### config.mk
export PLATFORM = sky130hd
export DESIGN_NAME = gt_reset_top
export DESIGN_NICKNAME = d
export VERILOG_FILES = /design/src/gt_reset_pkg.sv /design/src/status_sync.sv /design/src/reset_req_decode.sv /design/src/reset_all_seq.sv /design/src/tx_reset_seq.sv /design/src/rx_reset_seq.sv /design/src/gt_reset_top.sv
export VERILOG_INCLUDE_DIRS = /design/src
export SDC_FILE = /design/constraint.sdc
export NUM_CORES = 1
export LEC_CHECK = 0
export ABC_CLOCK_PERIOD_IN_PS = 1800
export BUFFER_PORTS_ARGS = -buffer_cell sky130_fd_sc_hd__buf_2
export CAP_MARGIN = 20
export CORE_ASPECT_RATIO = 0.9
export CORE_UTILIZATION = 54
export DETAILED_ROUTE_END_ITERATION = 6
export PLACE_DENSITY = 0.74
export SYNTH_ARGS = -nofsm -noshare
export SYNTH_HDL_FRONTEND = slang
export SYNTH_HIERARCHICAL = 1
export SYNTH_SLANG_ARGS = --single-unit
### constraint.sdc
create_clock -name gtwiz_reset_clk_freerun_in -period 1.8 [get_ports gtwiz_reset_clk_freerun_in]
set_input_delay 0.27 -clock gtwiz_reset_clk_freerun_in [delete_from_list [all_inputs] [get_ports gtwiz_reset_clk_freerun_in]]
set_output_delay 0.27 -clock gtwiz_reset_clk_freerun_in [all_outputs]
set_load 0.01 [all_outputs]
### src/gt_reset_macros.svh
//--------------------------------------------------------------------------
// Transceiver reset sequencer constants
// Cycle counts for synchronizers, request stretching, settle stalls,
// PLL reset length and CDR lock timeout, all in free-running clock cycles
//--------------------------------------------------------------------------
`ifndef GT_RESET_MACROS_SVH
`define GT_RESET_MACROS_SVH

// Flops in each status synchronizer chain
`define GT_SYNC_DEPTH 2

// Cycles a restart level is held after the last request falls
`define GT_HOLD_CYC 8

// Stall applied by every wait state before it trusts synced status
`define GT_SETTLE_CYC 8

// Minimum time the PLL reset stays asserted
`define GT_PLL_RESET_CYC 16

// Give up on RX CDR lock after this many cycles
`define GT_CDR_TIMEOUT_CYC 200

// Wide enough for every count above
`define GT_TIMER_W 8

`endif

### src/gt_reset_pkg.sv
//--------------------------------------------------------------------------
// Shared types of the transceiver reset sequencer
// Status bundles, reset modes and the three FSM state encodings
//--------------------------------------------------------------------------
package gt_reset_pkg;

  // TX status as seen from the transceiver, synced as one bundle
  typedef struct packed {
    logic plllock;
    logic userclk_active;
    logic resetdone;
  } tx_status_t;

  // RX status adds the CDR lock indicator
  typedef struct packed {
    logic plllock;
    logic cdrlock;
    logic userclk_active;
    logic resetdone;
  } rx_status_t;

  // Entry point of a direction sequencer, PLL reset has priority
  typedef enum logic {
    mode_pll_and_datapath = 1'b0,
    mode_datapath_only    = 1'b1
  } reset_mode_t;

  typedef enum logic [2:0] {
    tx_st_branch, tx_st_pll, tx_st_datapath, tx_st_wait_lock,
    tx_st_wait_userrdy, tx_st_wait_resetdone, tx_st_idle
  } tx_state_t;

  typedef enum logic [2:0] {
    rx_st_branch, rx_st_pll, rx_st_datapath, rx_st_wait_lock,
    rx_st_wait_cdr, rx_st_wait_userrdy, rx_st_wait_resetdone, rx_st_idle
  } rx_state_t;

  typedef enum logic [2:0] {
    all_st_start, all_st_tx_req, all_st_tx_wait,
    all_st_rx_req, all_st_rx_wait, all_st_done
  } all_state_t;

endpackage

### src/status_sync.sv
//--------------------------------------------------------------------------
// Status synchronizer
// Brings a packed bundle of transceiver status bits into the free-running
// clock domain through a short shift chain
//--------------------------------------------------------------------------
`timescale 1ns/1ps
`include "gt_reset_macros.svh"

module status_sync
  import gt_reset_pkg::*;
#(
  parameter type payload_t = tx_status_t
) (
  input  logic     gtwiz_reset_clk_freerun_in,
  input  payload_t d,
  output payload_t q
);

  // Each bit is a slow level, so syncing the bundle as a whole is safe
  payload_t stage [`GT_SYNC_DEPTH];

  always_ff @(posedge gtwiz_reset_clk_freerun_in) begin
    stage[0] <= d;
    for (int i = 1; i < `GT_SYNC_DEPTH; i++) begin
      stage[i] <= stage[i-1];
    end
  end

  assign q = stage[`GT_SYNC_DEPTH-1];

endmodule

### src/reset_req_decode.sv
//--------------------------------------------------------------------------
// Reset request decoder for one direction
// Turns PLL and data path requests into a stretched restart level and a
// latched reset mode so the sequencer branches on a stable value
//--------------------------------------------------------------------------
`timescale 1ns/1ps
`include "gt_reset_macros.svh"

module reset_req_decode
  import gt_reset_pkg::*;
(
  input  logic        gtwiz_reset_clk_freerun_in,
  input  logic        gtwiz_reset_all_sync,
  input  logic        pll_req,
  input  logic        datapath_req,
  output logic        restart,
  output reset_mode_t mode
);

  localparam logic [`GT_TIMER_W-1:0] hold_len = `GT_TIMER_W'(`GT_HOLD_CYC);

  logic                   any_req;
  logic [`GT_TIMER_W-1:0] hold_cnt;

  assign any_req = pll_req | datapath_req;

  // Restart follows any request one cycle later and is held for a few
  // cycles after the last one, which lets short pulses reach the FSM
  always_ff @(posedge gtwiz_reset_clk_freerun_in) begin
    if (gtwiz_reset_all_sync) begin
      restart  <= 1'b0;
      hold_cnt <= '0;
    end else if (any_req) begin
      restart  <= 1'b1;
      hold_cnt <= hold_len;
    end else if (hold_cnt != '0) begin
      restart  <= 1'b1;
      hold_cnt <= hold_cnt - 1'b1;
    end else begin
      restart <= 1'b0;
    end
  end

  // A PLL request wins over a data path request anywhere in one window
  // A data path request only sets the mode when no window is open yet
  always_ff @(posedge gtwiz_reset_clk_freerun_in) begin
    if (gtwiz_reset_all_sync) begin
      mode <= mode_pll_and_datapath;
    end else if (pll_req) begin
      mode <= mode_pll_and_datapath;
    end else if (datapath_req && !restart) begin
      mode <= mode_datapath_only;
    end
  end

endmodule

### src/reset_all_seq.sv
//--------------------------------------------------------------------------
// Master reset sequencer
// After every system reset, resets the TX PLL and data path first and the
// RX side once the TX side reports done
//--------------------------------------------------------------------------
`timescale 1ns/1ps
`include "gt_reset_macros.svh"

module reset_all_seq
  import gt_reset_pkg::*;
#(
  parameter int SHARED_PLL = 0
) (
  input  logic gtwiz_reset_clk_freerun_in,
  input  logic gtwiz_reset_all_sync,
  input  logic tx_done,
  input  logic rx_done,
  output logic all_tx_pll_req,
  output logic all_rx_req
);

  localparam logic [`GT_TIMER_W-1:0] settle_last = `GT_TIMER_W'(`GT_SETTLE_CYC - 1);

  all_state_t             state;
  logic [`GT_TIMER_W-1:0] settle_cnt;
  logic                   settled;

  // The done inputs lag the request pulse by a few cycles, so they are
  // only sampled after the settle count runs out
  assign settled = (settle_cnt == settle_last);

  always_ff @(posedge gtwiz_reset_clk_freerun_in) begin
    if (gtwiz_reset_all_sync) begin
      state          <= all_st_start;
      settle_cnt     <= '0;
      all_tx_pll_req <= 1'b0;
      all_rx_req     <= 1'b0;
    end else begin
      // Requests are single-cycle pulses
      all_tx_pll_req <= 1'b0;
      all_rx_req     <= 1'b0;
      if (!settled) begin
        settle_cnt <= settle_cnt + 1'b1;
      end
      case (state)
        all_st_start: begin
          state <= all_st_tx_req;
        end
        all_st_tx_req: begin
          all_tx_pll_req <= 1'b1;
          settle_cnt     <= '0;
          state          <= all_st_tx_wait;
        end
        all_st_tx_wait: begin
          if (settled && tx_done) begin
            state <= all_st_rx_req;
          end
        end
        // A shared PLL must still be locked for the RX data path reset
        all_st_rx_req: begin
          if (SHARED_PLL == 0 || tx_done) begin
            all_rx_req <= 1'b1;
            settle_cnt <= '0;
            state      <= all_st_rx_wait;
          end
        end
        all_st_rx_wait: begin
          if (settled && rx_done) begin
            state <= all_st_done;
          end
        end
        all_st_done: begin
          state <= all_st_done;
        end
        default: begin
          state <= all_st_start;
        end
      endcase
    end
  end

endmodule

### src/tx_reset_seq.sv
//--------------------------------------------------------------------------
// Transmitter reset sequencer
// Resets the TX PLL and/or data path, then releases them in order against
// PLL lock, user clock active and reset done
//--------------------------------------------------------------------------
`timescale 1ns/1ps
`include "gt_reset_macros.svh"

module tx_reset_seq
  import gt_reset_pkg::*;
(
  input  logic        gtwiz_reset_clk_freerun_in,
  input  logic        gtwiz_reset_all_sync,
  input  logic        restart,
  input  reset_mode_t mode,
  input  tx_status_t  status,
  output logic        pllreset_tx,
  output logic        gttxreset,
  output logic        txuserrdy,
  output logic        tx_done
);

  localparam logic [`GT_TIMER_W-1:0] settle_last = `GT_TIMER_W'(`GT_SETTLE_CYC - 1);
  localparam logic [`GT_TIMER_W-1:0] pll_last = `GT_TIMER_W'(`GT_PLL_RESET_CYC - 1);

  tx_state_t              state;
  logic                   restart_q;
  logic [`GT_TIMER_W-1:0] settle_cnt;
  logic [`GT_TIMER_W-1:0] pll_cnt;
  logic                   settled;

  assign settled = (settle_cnt == settle_last);

  always_ff @(posedge gtwiz_reset_clk_freerun_in) begin
    if (gtwiz_reset_all_sync) begin
      state       <= tx_st_branch;
      restart_q   <= 1'b0;
      settle_cnt  <= '0;
      pll_cnt     <= '0;
      pllreset_tx <= 1'b1;
      gttxreset   <= 1'b1;
      txuserrdy   <= 1'b0;
      tx_done     <= 1'b0;
    end else begin
      restart_q <= restart;
      // Settle counter saturates, each state change clears it
      if (!settled) begin
        settle_cnt <= settle_cnt + 1'b1;
      end
      if (restart) begin
        state      <= tx_st_branch;
        settle_cnt <= '0;
        pll_cnt    <= '0;
        tx_done    <= 1'b0;
      end else begin
        case (state)
          // Leave only on the falling edge of restart, when mode is final
          tx_st_branch: begin
            if (restart_q) begin
              state <= (mode == mode_pll_and_datapath) ? tx_st_pll : tx_st_datapath;
            end
            settle_cnt <= '0;
            pll_cnt    <= '0;
          end
          tx_st_pll: begin
            pllreset_tx <= 1'b1;
            gttxreset   <= 1'b1;
            txuserrdy   <= 1'b0;
            if (pll_cnt == pll_last) begin
              settle_cnt <= '0;
              state      <= tx_st_wait_lock;
            end else begin
              pll_cnt <= pll_cnt + 1'b1;
            end
          end
          tx_st_datapath: begin
            gttxreset <= 1'b1;
            txuserrdy <= 1'b0;
            if (settled) begin
              settle_cnt <= '0;
              state      <= tx_st_wait_lock;
            end
          end
          // PLL reset goes away here, data path waits for lock
          tx_st_wait_lock: begin
            pllreset_tx <= 1'b0;
            if (settled && status.plllock) begin
              gttxreset  <= 1'b0;
              settle_cnt <= '0;
              state      <= tx_st_wait_userrdy;
            end
          end
          tx_st_wait_userrdy: begin
            if (settled && status.userclk_active) begin
              txuserrdy  <= 1'b1;
              settle_cnt <= '0;
              state      <= tx_st_wait_resetdone;
            end
          end
          tx_st_wait_resetdone: begin
            if (settled && status.resetdone) begin
              tx_done <= 1'b1;
              state   <= tx_st_idle;
            end
          end
          // Losing lock here needs a new request from the user
          tx_st_idle: begin
            if (!status.plllock) begin
              tx_done <= 1'b0;
            end
          end
          default: begin
            tx_done <= 1'b0;
            state   <= tx_st_branch;
          end
        endcase
      end
    end
  end

endmodule

### src/rx_reset_seq.sv
//--------------------------------------------------------------------------
// Receiver reset sequencer
// Like the TX sequencer, plus a wait for CDR lock or its timeout before
// the programmable divider reset is released
//--------------------------------------------------------------------------
`timescale 1ns/1ps
`include "gt_reset_macros.svh"

module rx_reset_seq
  import gt_reset_pkg::*;
#(
  parameter int SHARED_PLL = 0
) (
  input  logic        gtwiz_reset_clk_freerun_in,
  input  logic        gtwiz_reset_all_sync,
  input  logic        restart,
  input  reset_mode_t mode,
  input  rx_status_t  status,
  output logic        pllreset_rx,
  output logic        rxprogdivreset,
  output logic        gtrxreset,
  output logic        rxuserrdy,
  output logic        rx_done
);

  localparam logic [`GT_TIMER_W-1:0] settle_last = `GT_TIMER_W'(`GT_SETTLE_CYC - 1);
  localparam logic [`GT_TIMER_W-1:0] pll_last = `GT_TIMER_W'(`GT_PLL_RESET_CYC - 1);
  localparam logic [`GT_TIMER_W-1:0] cdr_last = `GT_TIMER_W'(`GT_CDR_TIMEOUT_CYC - 1);

  rx_state_t              state;
  logic                   restart_q;
  logic [`GT_TIMER_W-1:0] settle_cnt;
  logic [`GT_TIMER_W-1:0] pll_cnt;
  logic [`GT_TIMER_W-1:0] cdr_cnt;
  logic                   settled;

  assign settled = (settle_cnt == settle_last);

  always_ff @(posedge gtwiz_reset_clk_freerun_in) begin
    if (gtwiz_reset_all_sync) begin
      state          <= rx_st_branch;
      restart_q      <= 1'b0;
      settle_cnt     <= '0;
      pll_cnt        <= '0;
      cdr_cnt        <= '0;
      // A shared PLL belongs to TX, so RX must not hold it in reset
      pllreset_rx    <= (SHARED_PLL != 0) ? 1'b0 : 1'b1;
      rxprogdivreset <= 1'b1;
      gtrxreset      <= 1'b1;
      rxuserrdy      <= 1'b0;
      rx_done        <= 1'b0;
    end else begin
      restart_q <= restart;
      if (!settled) begin
        settle_cnt <= settle_cnt + 1'b1;
      end
      if (restart) begin
        state      <= rx_st_branch;
        settle_cnt <= '0;
        pll_cnt    <= '0;
        rx_done    <= 1'b0;
      end else begin
        case (state)
          rx_st_branch: begin
            if (restart_q) begin
              state <= (mode == mode_pll_and_datapath) ? rx_st_pll : rx_st_datapath;
            end
            settle_cnt <= '0;
            pll_cnt    <= '0;
          end
          rx_st_pll: begin
            pllreset_rx    <= 1'b1;
            rxprogdivreset <= 1'b1;
            gtrxreset      <= 1'b1;
            rxuserrdy      <= 1'b0;
            if (pll_cnt == pll_last) begin
              settle_cnt <= '0;
              state      <= rx_st_wait_lock;
            end else begin
              pll_cnt <= pll_cnt + 1'b1;
            end
          end
          rx_st_datapath: begin
            rxprogdivreset <= 1'b1;
            gtrxreset      <= 1'b1;
            rxuserrdy      <= 1'b0;
            if (settled) begin
              settle_cnt <= '0;
              state      <= rx_st_wait_lock;
            end
          end
          rx_st_wait_lock: begin
            pllreset_rx <= 1'b0;
            if (settled && status.plllock) begin
              gtrxreset <= 1'b0;
              cdr_cnt   <= '0;
              state     <= rx_st_wait_cdr;
            end
          end
          // Proceed on CDR lock, or assume it is stable after the timeout
          rx_st_wait_cdr: begin
            cdr_cnt <= cdr_cnt + 1'b1;
            if (status.cdrlock || cdr_cnt == cdr_last) begin
              rxprogdivreset <= 1'b0;
              settle_cnt     <= '0;
              state          <= rx_st_wait_userrdy;
            end
          end
          rx_st_wait_userrdy: begin
            if (settled && status.userclk_active) begin
              rxuserrdy  <= 1'b1;
              settle_cnt <= '0;
              state      <= rx_st_wait_resetdone;
            end
          end
          rx_st_wait_resetdone: begin
            if (settled && status.resetdone) begin
              rx_done <= 1'b1;
              state   <= rx_st_idle;
            end
          end
          rx_st_idle: begin
            if (!status.plllock) begin
              rx_done <= 1'b0;
            end
          end
          default: begin
            rx_done <= 1'b0;
            state   <= rx_st_branch;
          end
        endcase
      end
    end
  end

endmodule

### src/gt_reset_top.sv
//--------------------------------------------------------------------------
// Transceiver channel reset sequencer, top level
// Syncs status, merges user and master requests, and runs the TX and RX
// sequencers on the free-running clock
//--------------------------------------------------------------------------
`timescale 1ns/1ps

module gt_reset_top
  import gt_reset_pkg::*;
#(
  parameter int SHARED_PLL = 0
) (
  input  logic gtwiz_reset_clk_freerun_in,
  input  logic gtwiz_reset_all_sync,
  input  logic gtwiz_reset_tx_pll_and_datapath,
  input  logic gtwiz_reset_tx_datapath,
  input  logic gtwiz_reset_rx_pll_and_datapath,
  input  logic gtwiz_reset_rx_datapath,
  input  logic plllock_tx,
  input  logic txresetdone,
  input  logic userclk_tx_active,
  input  logic plllock_rx,
  input  logic rxcdrlock,
  input  logic rxresetdone,
  input  logic userclk_rx_active,
  output logic pllreset_tx,
  output logic gttxreset,
  output logic txuserrdy,
  output logic pllreset_rx,
  output logic rxprogdivreset,
  output logic gtrxreset,
  output logic rxuserrdy,
  output logic reset_tx_done,
  output logic reset_rx_done,
  output logic rx_cdr_stable
);

  tx_status_t  tx_status_raw;
  tx_status_t  tx_status;
  rx_status_t  rx_status_raw;
  rx_status_t  rx_status;
  logic        all_tx_pll_req;
  logic        all_rx_req;
  logic        tx_pll_req;
  logic        rx_pll_req;
  logic        rx_dp_req;
  logic        tx_restart;
  logic        rx_restart;
  reset_mode_t tx_mode;
  reset_mode_t rx_mode;

  //--------------------------------------------------------------------------
  // Status synchronizers
  //--------------------------------------------------------------------------

  assign tx_status_raw = '{plllock: plllock_tx, userclk_active: userclk_tx_active,
                           resetdone: txresetdone};
  assign rx_status_raw = '{plllock: plllock_rx, cdrlock: rxcdrlock,
                           userclk_active: userclk_rx_active, resetdone: rxresetdone};

  status_sync #(.payload_t(tx_status_t)) tx_status_sync (
    .gtwiz_reset_clk_freerun_in (gtwiz_reset_clk_freerun_in),
    .d                          (tx_status_raw),
    .q                          (tx_status)
  );

  status_sync #(.payload_t(rx_status_t)) rx_status_sync (
    .gtwiz_reset_clk_freerun_in (gtwiz_reset_clk_freerun_in),
    .d                          (rx_status_raw),
    .q                          (rx_status)
  );

  assign rx_cdr_stable = rx_status.cdrlock;

  //--------------------------------------------------------------------------
  // Request merging
  //--------------------------------------------------------------------------

  reset_all_seq #(.SHARED_PLL(SHARED_PLL)) all_seq (
    .gtwiz_reset_clk_freerun_in (gtwiz_reset_clk_freerun_in),
    .gtwiz_reset_all_sync       (gtwiz_reset_all_sync),
    .tx_done                    (reset_tx_done),
    .rx_done                    (reset_rx_done),
    .all_tx_pll_req             (all_tx_pll_req),
    .all_rx_req                 (all_rx_req)
  );

  // With a shared PLL the master only resets the RX data path
  assign tx_pll_req = gtwiz_reset_tx_pll_and_datapath | all_tx_pll_req;
  assign rx_pll_req = gtwiz_reset_rx_pll_and_datapath | (SHARED_PLL == 0 && all_rx_req);
  assign rx_dp_req  = gtwiz_reset_rx_datapath | (SHARED_PLL != 0 && all_rx_req);

  reset_req_decode tx_req_decode (
    .gtwiz_reset_clk_freerun_in (gtwiz_reset_clk_freerun_in),
    .gtwiz_reset_all_sync       (gtwiz_reset_all_sync),
    .pll_req                    (tx_pll_req),
    .datapath_req               (gtwiz_reset_tx_datapath),
    .restart                    (tx_restart),
    .mode                       (tx_mode)
  );

  reset_req_decode rx_req_decode (
    .gtwiz_reset_clk_freerun_in (gtwiz_reset_clk_freerun_in),
    .gtwiz_reset_all_sync       (gtwiz_reset_all_sync),
    .pll_req                    (rx_pll_req),
    .datapath_req               (rx_dp_req),
    .restart                    (rx_restart),
    .mode                       (rx_mode)
  );

  //--------------------------------------------------------------------------
  // Direction sequencers
  //--------------------------------------------------------------------------

  tx_reset_seq tx_seq (
    .gtwiz_reset_clk_freerun_in (gtwiz_reset_clk_freerun_in),
    .gtwiz_reset_all_sync       (gtwiz_reset_all_sync),
    .restart                    (tx_restart),
    .mode                       (tx_mode),
    .status                     (tx_status),
    .pllreset_tx                (pllreset_tx),
    .gttxreset                  (gttxreset),
    .txuserrdy                  (txuserrdy),
    .tx_done                    (reset_tx_done)
  );

  rx_reset_seq #(.SHARED_PLL(SHARED_PLL)) rx_seq (
    .gtwiz_reset_clk_freerun_in (gtwiz_reset_clk_freerun_in),
    .gtwiz_reset_all_sync       (gtwiz_reset_all_sync),
    .restart                    (rx_restart),
    .mode                       (rx_mode),
    .status                     (rx_status),
    .pllreset_rx                (pllreset_rx),
    .rxprogdivreset             (rxprogdivreset),
    .gtrxreset                  (gtrxreset),
    .rxuserrdy                  (rxuserrdy),
    .rx_done                    (reset_rx_done)
  );

endmodule

==> results.py <==
metrics = {
    "min_path": {
        "timing.hold.worst.class": "in2reg",
        "worstHoldPathCells": 1,
    },
    "timing": {
        "max_freq_ghz": 0.547,
        "finalWorstPathRequiredPeriod_ps": 1830,
        "min_period_over_period_pct": 102,
        "worst_slew_margin_rel_pct": 59.9,
        "final_critical_path_setup_slack_ps": -28.7,
        "setup_violations": 5,
        "grt_setup_unrepaired": "true",
        "fin_skew_ps": 12.0,
        "max_slew.worst_pin.slew_ps": 596,
        "final.setup.tns_ps": -82.9,
        "timing.final.hold_violations": 0,
        "hold-worst-slack_ps": 23.8,
        "final_max_slew_viol_count": 0,
    },
    "synth": {
        "syn-mean-instance-area_sq_um": 8.84,
        "ys.flop_type": "dfxtp_1",
        "adder_and_majority_gate_portion_of_the_synthesized_area_pct": 2.95,
        "synth_fp_nets": 600,
        "yosys.area_share.simple_pct": 25.8,
        "synthTopCellsByArea": "dfxtp_1 (41%), a21oi_1 (4.1%), nor2_1 (4.1%)",
        "async_reset_ff_share_pct": 0,
        "synth_top_cell_area_share_pct": 41.0,
        "synth.distinct_cells": 76,
        "synth_top_family_by_area": "simple AND/OR/NAND/NOR gates",
        "post-synth-top-area-cell": "dfxtp_1",
        "synth_sequential_area_ratio_pct": 41.0,
        "compound_gate_fraction_of_synth_area_pct": 18.7,
        "yosys_warnings": 6,
        "ys_seq_elements": 104,
        "post_synth_xor_xnor_area_pct": 6.38,
        "syn-instance-count": 575,
        "syn_area_sq_um": 5080,
        "synthMuxAreaShare_pct": 0.591,
        "synth_edf_count": 0,
    },
    "clock_network": {
        "h_tree_depth_reported_by_cts": 3,
        "numCtsBuffers": 9,
        "cts_tree": "yes",
        "maximum_clock_path_buffer_count": 2,
        "cts_num_sinks": 104,
        "clk_pin_slew_ps": 100,
        "clock-root-buffer": "clkbuf_8",
        "clock_insertion_delay_worst_skew_ps": 370,
    },
    "die": {
        "placement_rows": 33,
        "fp.dieH_microns": 94.0,
        "die_width_microns": 104,
        "core_sq_um": 9130,
        "die_area_sq_um": 9800,
        "floorplan.io_pins": 23,
        "initial_core_util_pct": 55.7,
    },
    "global_routing": {
        "grt_first_pass_wirelength_microns": 18700,
        "antenna_violations_before_repair": 0,
        "grt_use_total_pct": 23.5,
        "maximum_number_of_pins_on_one_net_before_global_route_repair": 19,
        "vias_in_the_first_global_route": 4057,
        "overflow": 0,
    },
    "drt": {
        "vias_per_cell": 5.77,
        "drt_iter0_drc": 300,
        "detail_route.drc_violations": 0,
        "totalWireLength_microns": 11400,
        "avgRoutedWirePerCell_microns": 14.8,
        "ant_nets": 0,
        "via_count": 4447,
        "drt_pass1_iterations": 5,
    },
    "final_layout": {
        "final_net_count": 669,
        "final_core_utilization_pct": 66.9,
        "final_cell_mix": "dfxtp_1 (96), buf_4 (58), nor2_1 (54)",
        "layout.cells.most_common": "dfxtp_1",
        "flow.area_growth_from_synthesis_pct": 20.1,
        "layout.cells.non_filler": 771,
        "insertedDiodeCount": 0,
        "layout-drive-gt1-share_pct": 24.0,
    },
    "outcome": {
        "violations": "setup timing",
        "outcome": "finished with violations",
    },
    "power_and_ir_drop": {
        "switchingPower_mw": 1.33,
        "share_clk_of_total_power_pct": 35.1,
        "power_frac_seq_pct": 50.7,
        "power.total_mw": 5.01,
        "pwr_dens_nw_per_um2": 821,
        "max-vdd-ir-drop_v": 0.000419,
        "power_switching_share_pct": 26.6,
        "internal_power_mw": 3.68,
        "comb_power_share_pct": 14.1,
        "leakagePower_nw": 2.27,
    },
    "placement": {
        "buffer_ports.inserted": 22,
        "place_hpwl_microns": 8040,
        "dp_cell_count": 742,
        "gp_congestion": 0.863,
    },
    "worst_setup_path": {
        "worstSetupPathType": "reg2reg",
        "crit_fanout": 5,
        "cp.arrival_ps": 2120,
        "setup.worst_path.end_class": "flip-flop",
        "critical_path.startpoint_type": "flip-flop",
        "worst-r2r-cell-count": 6,
        "cp_data_required_time_ps": 2090,
    },
    "job": {
        "cap_violations": 0,
    },
}
==> worst max-delay path, stage by stage (launching register included) <==
cell	delay, ps
dfxtp_2	340
or3b_4	390
a311oi_4	330
buf_4	180
nor2_2	30
a311o_1	370
nor2_1	120
==> state kept, by name (all words and copies together), names as in the netlist, 6 cells and up <==
| signal | count |
|---|---|
| tx_status_sync/stage | 6 |
| rx_seq/cdr_cnt | 8 |
| tx_seq/settle_cnt | 8 |
| rx_req_decode/hold_cnt | 8 |
| rx_seq/settle_cnt | 8 |
| rx_status_sync/stage | 8 |
| tx_req_decode/hold_cnt | 8 |
| rx_seq/pll_cnt | 8 |
| tx_seq/pll_cnt | 8 |
| all_seq/settle_cnt | 8 |
==> final cells by class <==
cell class                      count  area [sq um]
Fill cell                         717          3020
Clock buffer                        9           124
Timing Repair Buffer               87           617
Multi-Input combinational cell    421          2910
Inverter                           21          81.3
Clock inverter                      7           124
Tap cell                          122           153
Sequential cell                   104          2090
==> through the flow <==
step / setup slack, ps / cell area [sq um]
after global placement: -73.5 / 5580
after floorplan: 64.8 / 5080
after detailed placement: -44.9 / 5580
after global routing: -84.3 / 6100
final: -28.7 / 6100
after CTS: -40.7 / 5990
==> kinds of logic after synthesis <==
group	Yosys count
AOI/OAI and AO/OA	135
xor gates and xnor gates	37
adders and majority gates	12
buffers and inverters	50
DFF	104
muxes	3
and+or+nand+nor	234
==> Yosys cell counts (all sizes together), types with 6 or more instances <==
cell and number:
a211oi 7, a21oi 46, a31oi 7, and3 11, buf 17, clkbuf 12
dfxtp 104, ha 12, inv 21, nand2 28, nand2b 8, nand3 27
nand4 11, nor2 56, nor2b 7, nor3 21, nor4 9, o21ai 19
o31ai 10, or2 8, or3 10, or3b 6, or4 10, xnor2 18
xor2 19
==> power groups by stage <==
stage               Clock, mW  Combinational [mW]  Sequential (mW)
floorplan                   0               0.549             2.54
global placement            0               0.652             2.59
detailed placement          0               0.673             2.60
CTS                      1.80               0.694             2.55
global route             1.89               0.789             2.56
finish                   1.76               0.709             2.54
==> metal layers <==
metal | vias to the layer above | GRT usage [%] | part of all wire, %
met5 | - | 0 | 0
met4 | 0 | 8.57 | 1.6
met3 | 17 | 4.37 | 4.6
met2 | 118 | 38.5 | 46
met1 | 2086 | 31.1 | 48
li1 | 2226 | - | -
==> what timing repair did <==
item                       CTS  global route
resized for setup           14            22
cloned                       0             0
hold endpoints to repair     6             0
pin swaps                   13            11
setup buffers                4             4
hold buffers                 6             0
setup endpoints to repair   10            14
==> final timing paths <==
path,start,endpoint,slack [ps]
max reg2reg,rx_seq/state[1]$_SDFFE_PP0P_,rx_seq/settle_cnt[6]$_SDFF_PP0_,-30
min,userclk_tx_active,tx_status_sync/stage[0][1]$_DFF_P_,20
max,rx_seq/state[1]$_SDFFE_PP0P_,rx_seq/settle_cnt[6]$_SDFF_PP0_,-30
min reg2reg,tx_status_sync/stage[0][1]$_DFF_P_,tx_status_sync/stage[0][4]$_DFF_P_,330
(Power assumes the default switching activity.)
